$ cat src/include/debug_params.svh
`ifndef DEBUG_PARAMS_SVH
`define DEBUG_PARAMS_SVH

// command bytes received over the uart
`define DU_CMD_WRITE_IM     8'h01
`define DU_CMD_SEND_INFO    8'h02
`define DU_CMD_STEP_MODE    8'h03
`define DU_CMD_STEP         8'h04
`define DU_CMD_CONTINUE     8'h05

// bytes written by one load command
`define DU_IM_BYTES         64

// words sent in each dump
`define DU_DM_WORDS         32
`define DU_RB_WORDS         32

`endif

$ cat src/logic/debug_pkg.sv
package debug_pkg;

    typedef logic [7:0]  byte_t;        // uart byte
    typedef logic [31:0] word_t;        // pc, memory or register value
    typedef logic [7:0]  im_addr_t;     // instruction memory byte address
    typedef logic [4:0]  dm_addr_t;     // data memory word address
    typedef logic [4:0]  rb_addr_t;     // register number

    typedef enum logic [2:0] {
        IDLE,
        LOAD,
        READY,
        RUN,
        STEP_WAIT,
        STEP_EXEC,
        DUMP
    } ctrl_state_t;

    // order in which a dump walks the state
    typedef enum logic [1:0] {
        PC,
        DM,
        RB
    } dump_src_t;

endpackage

$ cat src/logic/word_if.sv
`timescale 1ns/1ps

// dump words from the sequencer to the byte transmitter
interface word_if;
    logic             valid;
    logic             ready;
    debug_pkg::word_t word;
    logic             last;     // final register word of the dump

    modport src (
        output valid, word, last,
        input  ready
    );

    modport dst (
        input  valid, word, last,
        output ready
    );
endinterface

$ cat src/logic/cmd_controller.sv
`timescale 1ns/1ps
`include "debug_params.svh"

module cmd_controller (
    input  logic             i_clock,
    input  logic             i_reset,
    input  logic             i_rx_done,
    input  debug_pkg::byte_t i_rx_data,
    input  logic             i_halt,
    input  logic             i_load_done,
    input  logic             i_dump_done,
    output logic             o_load_en,
    output logic             o_dump_start,
    output logic             o_pipeline_enable
);

    debug_pkg::ctrl_state_t state;
    debug_pkg::ctrl_state_t state_next;
    logic                   step_mode;          // dump returns to STEP_WAIT when set
    logic                   step_mode_next;

    always_ff @(posedge i_clock) begin
        if (i_reset) begin
            state     <= debug_pkg::IDLE;
            step_mode <= 1'b0;
        end else begin
            state     <= state_next;
            step_mode <= step_mode_next;
        end
    end

    always_comb begin
        state_next     = state;
        step_mode_next = step_mode;
        case (state)
            debug_pkg::IDLE: begin
                if (i_rx_done && i_rx_data == `DU_CMD_WRITE_IM) begin
                    state_next = debug_pkg::LOAD;
                end else if (i_rx_done && i_rx_data == `DU_CMD_SEND_INFO) begin
                    state_next = debug_pkg::DUMP;
                end
            end
            debug_pkg::LOAD: begin
                if (i_load_done) state_next = debug_pkg::READY;
            end
            debug_pkg::READY: begin
                if (i_rx_done && i_rx_data == `DU_CMD_STEP_MODE) begin
                    state_next     = debug_pkg::STEP_WAIT;
                    step_mode_next = 1'b1;
                end else if (i_rx_done && i_rx_data == `DU_CMD_CONTINUE) begin
                    state_next = debug_pkg::RUN;
                end
            end
            debug_pkg::RUN: begin
                if (i_halt) begin
                    state_next     = debug_pkg::DUMP;
                    step_mode_next = 1'b0;
                end
            end
            debug_pkg::STEP_WAIT: begin
                if (i_halt) begin                       // program ended, leave step mode
                    state_next     = debug_pkg::DUMP;
                    step_mode_next = 1'b0;
                end else if (i_rx_done && i_rx_data == `DU_CMD_STEP) begin
                    state_next = debug_pkg::STEP_EXEC;
                end else if (i_rx_done && i_rx_data == `DU_CMD_CONTINUE) begin
                    state_next     = debug_pkg::RUN;
                    step_mode_next = 1'b0;
                end
            end
            debug_pkg::STEP_EXEC: state_next = debug_pkg::DUMP;    // one clock of pipeline
            debug_pkg::DUMP: begin
                if (i_dump_done) begin
                    state_next = step_mode ? debug_pkg::STEP_WAIT : debug_pkg::IDLE;
                end
            end
            default: state_next = debug_pkg::IDLE;
        endcase
    end

    assign o_load_en         = (state == debug_pkg::LOAD);
    assign o_dump_start      = (state_next == debug_pkg::DUMP) && (state != debug_pkg::DUMP);
    assign o_pipeline_enable = (state == debug_pkg::RUN) || (state == debug_pkg::STEP_EXEC);

    a_dump_start_cause: assert property (
        @(posedge i_clock) disable iff (i_reset)
        o_dump_start |-> i_halt || (state == debug_pkg::STEP_EXEC)
                         || (i_rx_done && i_rx_data == `DU_CMD_SEND_INFO)
    ) else $error("dump start without halt, step or info command");

endmodule

$ cat src/logic/im_loader.sv
`timescale 1ns/1ps
`include "debug_params.svh"

module im_loader (
    input  logic                i_clock,
    input  logic                i_reset,
    input  logic                i_load_en,
    input  logic                i_rx_done,
    input  debug_pkg::byte_t    i_rx_data,
    output logic                o_im_write_enable,
    output debug_pkg::im_addr_t o_im_addr,
    output debug_pkg::byte_t    o_im_data,
    output logic                o_load_done
);

    debug_pkg::im_addr_t count;         // next address to write
    logic                take;
    logic                take_last;

    assign take      = i_load_en && i_rx_done;
    assign take_last = take && (count == debug_pkg::im_addr_t'(`DU_IM_BYTES - 1));

    always_ff @(posedge i_clock) begin
        if (i_reset) begin
            count             <= '0;
            o_im_write_enable <= 1'b0;
            o_load_done       <= 1'b0;
        end else begin
            o_im_write_enable <= take;
            o_load_done       <= take_last;     // rides with the final write
            if (take_last) begin
                count <= '0;
            end else if (take) begin
                count <= count + 1'b1;
            end
        end
    end

    always_ff @(posedge i_clock) begin
        if (take) begin
            o_im_addr <= count;
            o_im_data <= i_rx_data;
        end
    end

    a_addr_in_range: assert property (
        @(posedge i_clock) disable iff (i_reset)
        o_im_write_enable |-> (o_im_addr < `DU_IM_BYTES)
    ) else $error("instruction memory write past the load length");

endmodule

$ cat src/logic/dump_sequencer.sv
`timescale 1ns/1ps
`include "debug_params.svh"

module dump_sequencer (
    input  logic                i_clock,
    input  logic                i_reset,
    input  logic                i_dump_start,
    input  debug_pkg::word_t    i_pc_value,
    input  debug_pkg::word_t    i_dm_data,
    input  debug_pkg::word_t    i_rb_data,
    output debug_pkg::dm_addr_t o_dm_addr,
    output debug_pkg::rb_addr_t o_rb_addr,
    word_if.src                 w_out
);

    debug_pkg::dump_src_t phase;
    logic                 fetch;        // address settled, capture next cycle's word
    logic                 xfer;
    logic                 dm_last;
    logic                 rb_last;

    assign xfer    = w_out.valid && w_out.ready;
    assign dm_last = (o_dm_addr == debug_pkg::dm_addr_t'(`DU_DM_WORDS - 1));
    assign rb_last = (o_rb_addr == debug_pkg::rb_addr_t'(`DU_RB_WORDS - 1));

    always_ff @(posedge i_clock) begin
        if (i_reset) begin
            phase       <= debug_pkg::PC;
            fetch       <= 1'b0;
            w_out.valid <= 1'b0;
            w_out.last  <= 1'b0;
            o_dm_addr   <= '0;
            o_rb_addr   <= '0;
        end else if (i_dump_start) begin
            phase       <= debug_pkg::PC;
            fetch       <= 1'b0;
            w_out.valid <= 1'b1;            // pc word is ready at once
            w_out.last  <= 1'b0;
            o_dm_addr   <= '0;
            o_rb_addr   <= '0;
        end else if (fetch) begin
            fetch       <= 1'b0;
            w_out.valid <= 1'b1;
            w_out.last  <= (phase == debug_pkg::RB) && rb_last;
        end else if (xfer) begin
            w_out.valid <= 1'b0;
            if (!w_out.last) begin
                fetch <= 1'b1;
                case (phase)
                    debug_pkg::PC: phase <= debug_pkg::DM;     // dm address already 0
                    debug_pkg::DM: begin
                        if (dm_last) begin
                            phase <= debug_pkg::RB;
                        end else begin
                            o_dm_addr <= o_dm_addr + 1'b1;
                        end
                    end
                    default: o_rb_addr <= o_rb_addr + 1'b1;
                endcase
            end
        end
    end

    always_ff @(posedge i_clock) begin
        if (i_dump_start) begin
            w_out.word <= i_pc_value;
        end else if (fetch) begin
            w_out.word <= (phase == debug_pkg::RB) ? i_rb_data : i_dm_data;
        end
    end

    a_valid_held: assert property (
        @(posedge i_clock) disable iff (i_reset)
        w_out.valid && !w_out.ready |=> w_out.valid && $stable(w_out.word)
    ) else $error("dump word dropped before transfer");

endmodule

$ cat src/logic/word_tx.sv
`timescale 1ns/1ps

module word_tx (
    input  logic             i_clock,
    input  logic             i_reset,
    input  logic             i_tx_done,
    output logic             o_tx_start,
    output debug_pkg::byte_t o_tx_data,
    output logic             o_dump_done,
    word_if.dst              w_in
);

    debug_pkg::word_t word_buf;         // bytes still to send, msb first
    logic [1:0]       byte_cnt;
    logic             busy;
    logic             last_word;
    logic             accept;
    logic             byte_ack;
    logic             launch;

    assign w_in.ready = !busy;
    assign accept     = w_in.valid && !busy;
    assign byte_ack   = o_tx_start && i_tx_done;
    assign launch     = busy && !o_tx_start;   // also gives the low cycle between bytes

    always_ff @(posedge i_clock) begin
        if (i_reset) begin
            busy        <= 1'b0;
            byte_cnt    <= '0;
            last_word   <= 1'b0;
            o_tx_start  <= 1'b0;
            o_dump_done <= 1'b0;
        end else begin
            o_dump_done <= 1'b0;
            if (accept) begin
                busy      <= 1'b1;
                byte_cnt  <= '0;
                last_word <= w_in.last;
            end else if (byte_ack) begin
                o_tx_start <= 1'b0;
                byte_cnt   <= byte_cnt + 1'b1;
                if (byte_cnt == 2'd3) begin
                    busy        <= 1'b0;
                    o_dump_done <= last_word;
                end
            end else if (launch) begin
                o_tx_start <= 1'b1;
            end
        end
    end

    always_ff @(posedge i_clock) begin
        if (accept) begin
            word_buf <= w_in.word;
        end else if (launch) begin
            o_tx_data <= word_buf[31:24];
            word_buf  <= {word_buf[23:0], 8'h00};
        end
    end

    a_tx_data_stable: assert property (
        @(posedge i_clock) disable iff (i_reset)
        o_tx_start && !i_tx_done |=> o_tx_start && $stable(o_tx_data)
    ) else $error("tx byte changed before tx done");

endmodule

$ cat src/logic/debug_unit.sv
`timescale 1ns/1ps

module debug_unit (
    input  logic                i_clock,
    input  logic                i_reset,
    input  logic                i_halt,
    input  logic                i_rx_done,
    input  debug_pkg::byte_t    i_rx_data,
    input  logic                i_tx_done,
    input  debug_pkg::word_t    i_pc_value,
    input  debug_pkg::word_t    i_dm_data,
    input  debug_pkg::word_t    i_rb_data,
    output logic                o_im_write_enable,
    output debug_pkg::im_addr_t o_im_addr,
    output debug_pkg::byte_t    o_im_data,
    output debug_pkg::dm_addr_t o_dm_addr,
    output debug_pkg::rb_addr_t o_rb_addr,
    output logic                o_tx_start,
    output debug_pkg::byte_t    o_tx_data,
    output logic                o_pipeline_enable
);

    logic load_en;
    logic load_done;
    logic dump_start;
    logic dump_done;

    word_if dump_word ();

    cmd_controller ctrl_i (
        .i_clock           (i_clock),
        .i_reset           (i_reset),
        .i_rx_done         (i_rx_done),
        .i_rx_data         (i_rx_data),
        .i_halt            (i_halt),
        .i_load_done       (load_done),
        .i_dump_done       (dump_done),
        .o_load_en         (load_en),
        .o_dump_start      (dump_start),
        .o_pipeline_enable (o_pipeline_enable)
    );

    im_loader loader_i (
        .i_clock           (i_clock),
        .i_reset           (i_reset),
        .i_load_en         (load_en),
        .i_rx_done         (i_rx_done),
        .i_rx_data         (i_rx_data),
        .o_im_write_enable (o_im_write_enable),
        .o_im_addr         (o_im_addr),
        .o_im_data         (o_im_data),
        .o_load_done       (load_done)
    );

    dump_sequencer seq_i (
        .i_clock      (i_clock),
        .i_reset      (i_reset),
        .i_dump_start (dump_start),
        .i_pc_value   (i_pc_value),
        .i_dm_data    (i_dm_data),
        .i_rb_data    (i_rb_data),
        .o_dm_addr    (o_dm_addr),
        .o_rb_addr    (o_rb_addr),
        .w_out        (dump_word.src)
    );

    word_tx tx_i (
        .i_clock     (i_clock),
        .i_reset     (i_reset),
        .i_tx_done   (i_tx_done),
        .o_tx_start  (o_tx_start),
        .o_tx_data   (o_tx_data),
        .o_dump_done (dump_done),
        .w_in        (dump_word.dst)
    );

endmodule

$ cat config.mk
export PLATFORM = sky130hd
export DESIGN_NAME = debug_unit
export DESIGN_NICKNAME = d
export VERILOG_FILES = /design/src/logic/debug_pkg.sv /design/src/logic/word_if.sv /design/src/logic/cmd_controller.sv /design/src/logic/im_loader.sv /design/src/logic/dump_sequencer.sv /design/src/logic/word_tx.sv /design/src/logic/debug_unit.sv
export VERILOG_INCLUDE_DIRS = /design/src /design/src/include
export SDC_FILE = /design/constraint.sdc
export NUM_CORES = 1
export LEC_CHECK = 0
export ABC_AREA = 1
export BUFFER_PORTS_ARGS = -buffer_cell sky130_fd_sc_hd__buf_2
export CORE_MARGIN = 2
export CORE_UTILIZATION = 38
export CTS_BUF_LIST = sky130_fd_sc_hd__clkbuf_2 sky130_fd_sc_hd__clkbuf_4 sky130_fd_sc_hd__clkbuf_8
export CTS_CLUSTER_DIAMETER = 80
export CTS_CLUSTER_SIZE = 14
export DETAILED_ROUTE_END_ITERATION = 10
export GPL_ROUTABILITY_DRIVEN = 1
export PLACE_DENSITY_LB_ADDON = 0.3
export SYNTH_ARGS = -nofsm -noshare
export SYNTH_HDL_FRONTEND = slang
export SYNTH_HIERARCHICAL = 1
export SYNTH_SLANG_ARGS = --single-unit
$ cat constraint.sdc
create_clock -name i_clock -period 2.8 [get_ports i_clock]
set_input_delay 0.28 -clock i_clock [delete_from_list [all_inputs] [get_ports i_clock]]
set_output_delay 0.28 -clock i_clock [all_outputs]
set_load 0.005 [all_outputs]
==> out/summary.json <==
{
  "die_width": {"value": 126, "unit": "µm"},
  "hold_path_class": {"value": "input pin to flip-flop"},
  "slew_violations": {"value": 0},
  "cp_arrival": {"value": 2220, "unit": "ps"},
  "drt_wl_total": {"value": 11200, "unit": "µm"},
  "grt_pass1_wl": {"value": 18800, "unit": "µm"},
  "syn-num-nets": {"value": 733},
  "worst_ir_drop_vdd": {"value": 0.289, "unit": "mV"},
  "post_synth_inst_count": {"value": 618},
  "yosysSeqAreaShare": {"value": 0.593},
  "clk_latency": {"value": 420, "unit": "ps"},
  "vias": {"value": 4399},
  "numPortBuffers": {"value": 145},
  "max-clock-path-buffers": {"value": 2},
  "h-tree-depth": {"value": 4},
  "synth_commonest_cells": {"value": "208 x sky130_fd_sc_hd__nand2_1, 89 x sky130_fd_sc_hd__nor2_1, 88 x sky130_fd_sc_hd__edfxtp_1, 48 x sky130_fd_sc_hd__inv_1, 35 x sky130_fd_sc_hd__dfxtp_1"},
  "period_share": {"value": 0.764},
  "cts_tree": {"value": "yes"},
  "status": {"value": "finished clean"},
  "starting_utilization_of_the_core_area": {"value": 0.388},
  "setup_total_negative_slack": {"value": 0, "unit": "ps"},
  "maxCapViolCount": {"value": 0},
  "ctsRootBufferMaster": {"value": "sky130_fd_sc_hd__clkbuf_8"},
  "layout_min_cycle_time": {"value": 2140, "unit": "ps"},
  "placement.cell_area": {"value": 6500, "unit": "µm²"},
  "yosysWarningCount": {"value": 6},
  "place.gp.congestion": {"value": 0.835},
  "grt_start_max_net_pins": {"value": 57},
  "num_antenna_cells": {"value": 0},
  "netlist-cell-type-count": {"value": 30},
  "fin_area": {"value": 6940, "unit": "µm²"},
  "drc_errors": {"value": 0},
  "timing_hold_violations_final": {"value": 0},
  "groute.usage.overall": {"value": 0.147},
  "synth_largest_type_area_fraction": {"value": 0.469},
  "cellLeakagePower": {"value": 3.07, "unit": "nW"},
  "highest_layer": {"value": "met4"},
  "dp_hpwl": {"value": 8080, "unit": "µm"},
  "initialDrtViolationCount": {"value": 198},
  "firstDrtPassIters": {"value": 4},
  "rsz0062_at_grt": {"value": "no"},
  "total_clock_buffers_created_by_cts": {"value": 17},
  "die_ht": {"value": 126, "unit": "µm"},
  "synth_area_per_cell": {"value": 9.12, "unit": "µm²"},
  "dr_wl_met2": {"value": 5440, "unit": "µm"},
  "clock_tree_sinks": {"value": 123},
  "net_count_of_the_finished_layout": {"value": 885},
  "final.setup_skew": {"value": 8.83, "unit": "ps"},
  "first_global_vias": {"value": 4158},
  "synthToLayoutAreaGrowth": {"value": 23.1, "unit": "%"},
  "rows": {"value": 44},
  "fp.coreArea": {"value": 14500, "unit": "µm²"},
  "met3WireLength": {"value": 511, "unit": "µm"},
  "synth-async-reset-ratio": {"value": 0},
  "power_density": {"value": 540, "unit": "nW/µm²"},
  "via_cell_ratio": {"value": 4.55},
  "worst-setup-path-type": {"value": "flip-flop to flip-flop"},
  "cts_hold_buf": {"value": 0},
  "worst-path-max-fanout": {"value": 32},
  "ioPinCount": {"value": 146},
  "worst_setup_path_end_kind": {"value": "flip-flop"},
  "drtAntennaViolNets": {"value": 0},
  "die_area": {"value": 15800, "unit": "µm²"},
  "worst_ep_required_time": {"value": 2880, "unit": "ps"},
  "post_drt_wl_per_cell": {"value": 11.6, "unit": "µm"},
  "synth_edf_count": {"value": 88},
  "postCtsResizedCells": {"value": 0},
  "synth_top_cells_by_area": {"value": "sky130_fd_sc_hd__edfxtp_1 47%, sky130_fd_sc_hd__nand2_1 14%, sky130_fd_sc_hd__dfxtp_1 12%"},
  "critPathLaunchType": {"value": "flip-flop"},
  "worst_margin_slew": {"value": 581, "unit": "ps"},
  "synth_area": {"value": 5630, "unit": "µm²"},
  "final_layout_size_suffix_gt1_frac": {"value": 0.278},
  "path_clk_slew": {"value": 70, "unit": "ps"},
  "met1_length": {"value": 5150, "unit": "µm"},
  "antenna_found_initial": {"value": 0},
  "synth_largest_area_cell": {"value": "sky130_fd_sc_hd__edfxtp_1"},
  "flops_latches_synth": {"value": 123},
  "synth_top_flop_cell": {"value": "sky130_fd_sc_hd__edfxtp_1"},
  "worst_slew_margin_rel": {"value": 0.612},
  "setup_viol": {"value": 0},
  "postCtsSetupBuffers": {"value": 0},
  "grt.overflow.total": {"value": 0},
  "fmax": {"value": 0.467, "unit": "GHz"},
  "yosysMostFrequentCell": {"value": "sky130_fd_sc_hd__nand2_1"}
}
[cells by family after synthesis]
group | Yosys count | share of synthesized area
and+or+nand+nor | 353 | 0.262
AOI/OAI and AO/OA | 57 | 0.0613
adders and majority gates | 6 | 0.0133
buffers and inverters | 74 | 0.0626
xor gates and xnor gates | 5 | 0.00777
DFF | 123 | 0.593
[metrics by stage]
stage	instances	power [mW]	setup WS, ps	hold WS, ps	util
detailed placement	935	2.10	585	405	0.447
floorplan	618	2.01	599	349	-
CTS	967	3.80	617	12.0	0.477
global placement	935	2.11	574	404	0.447
finish	967	3.75	660	50.6	0.477
global route	967	3.89	426	9.71	0.477
[metal layers]
metal,global-route usage,vias to the layer above
li1,-,2332
met1,0.180,1961
met2,0.252,99
met3,0.0387,7
met4,0.0549,0
met5,0,-
[sequential cells by signal, summed over array words and instances, names as in the netlist, 5 cells and up]
name	count
loader_i/count	8
seq_i/w_out.word	32
loader_i/o_im_addr	8
loader_i/o_im_data	8
tx_i/o_tx_data	8
seq_i/o_dm_addr	5
tx_i/word_buf	32
seq_i/o_rb_addr	5
[worst paths after layout]
| check | from | end | slack [ps] | depth (start not counted) |
|---|---|---|---|---|
| worst min register to register | tx_i/word_buf[31]$_DFFE_PP_ | tx_i/o_tx_data[7]$_DFFE_PP_ | 420 | 0 |
| worst max register to register | ctrl_i/state[0]$_SDFF_PP0_ | seq_i/w_out.word[19]$_DFFE_PP_ | 660 | 11 |
| worst max-delay path | ctrl_i/state[0]$_SDFF_PP0_ | seq_i/w_out.word[19]$_DFFE_PP_ | 660 | 11 |
| worst min-delay path | i_rx_data[4] | loader_i/o_im_data[4]$_DFFE_PP_ | 50 | 1 |
[area by class of cell]
| cell class | count | area [µm²] |
|---|---|---|
| clock buffer | 18 | 241 |
| clock inverter | 14 | 195 |
| fill | 1425 | 7600 |
| inverter | 57 | 214 |
| multi-input combinational | 421 | 1940 |
| sequential | 123 | 3340 |
| tap | 184 | 230 |
| timing repair buffer | 150 | 776 |
[cells in the final DEF (no fill, tap or decap), types with 4 or more instances in the layout]
| master | synthesis | final |
|---|---|---|
| sky130_fd_sc_hd__a21oi_1 | 14 | 14 |
| sky130_fd_sc_hd__a31oi_1 | 32 | 32 |
| sky130_fd_sc_hd__buf_2 | 0 | 145 |
| sky130_fd_sc_hd__buf_4 | 2 | 4 |
| sky130_fd_sc_hd__bufinv_16 | 0 | 4 |
| sky130_fd_sc_hd__clkbuf_8 | 0 | 17 |
| sky130_fd_sc_hd__clkinv_4 | 0 | 4 |
| sky130_fd_sc_hd__dfxtp_1 | 35 | 35 |
| sky130_fd_sc_hd__edfxtp_1 | 88 | 88 |
| sky130_fd_sc_hd__ha_1 | 6 | 6 |
| sky130_fd_sc_hd__inv_1 | 48 | 48 |
| sky130_fd_sc_hd__inv_2 | 8 | 8 |
| sky130_fd_sc_hd__nand2_1 | 208 | 208 |
| sky130_fd_sc_hd__nand2_2 | 10 | 10 |
| sky130_fd_sc_hd__nand3_1 | 24 | 24 |
| sky130_fd_sc_hd__nor2_1 | 89 | 89 |
| sky130_fd_sc_hd__nor2_2 | 8 | 8 |
| sky130_fd_sc_hd__nor2_4 | 4 | 4 |
| sky130_fd_sc_hd__o21ai_0 | 6 | 6 |
[power breakdown]
group / switching [mW] / internal (mW) / total, mW / leakage, nW
sequential: 0.000402 / 1.93 / 1.93 / 1.08
clock: 0.698 / 0.984 / 1.68 / 0.212
combinational: 0.0583 / 0.0709 / 0.129 / 1.77
[critical path, stage by stage (launching register included)]
cell	delay [ps]
sky130_fd_sc_hd__dfxtp_1	440
sky130_fd_sc_hd__inv_2	100
sky130_fd_sc_hd__nor3_2	250
sky130_fd_sc_hd__nand2_1	80
sky130_fd_sc_hd__nand2_1	70
sky130_fd_sc_hd__inv_1	30
sky130_fd_sc_hd__nand3_1	70
sky130_fd_sc_hd__a21oi_2	50
sky130_fd_sc_hd__nor2_2	190
sky130_fd_sc_hd__nor2_1	80
sky130_fd_sc_hd__inv_1	60
sky130_fd_sc_hd__buf_4	350
Power figures use the tool's default switching activity.
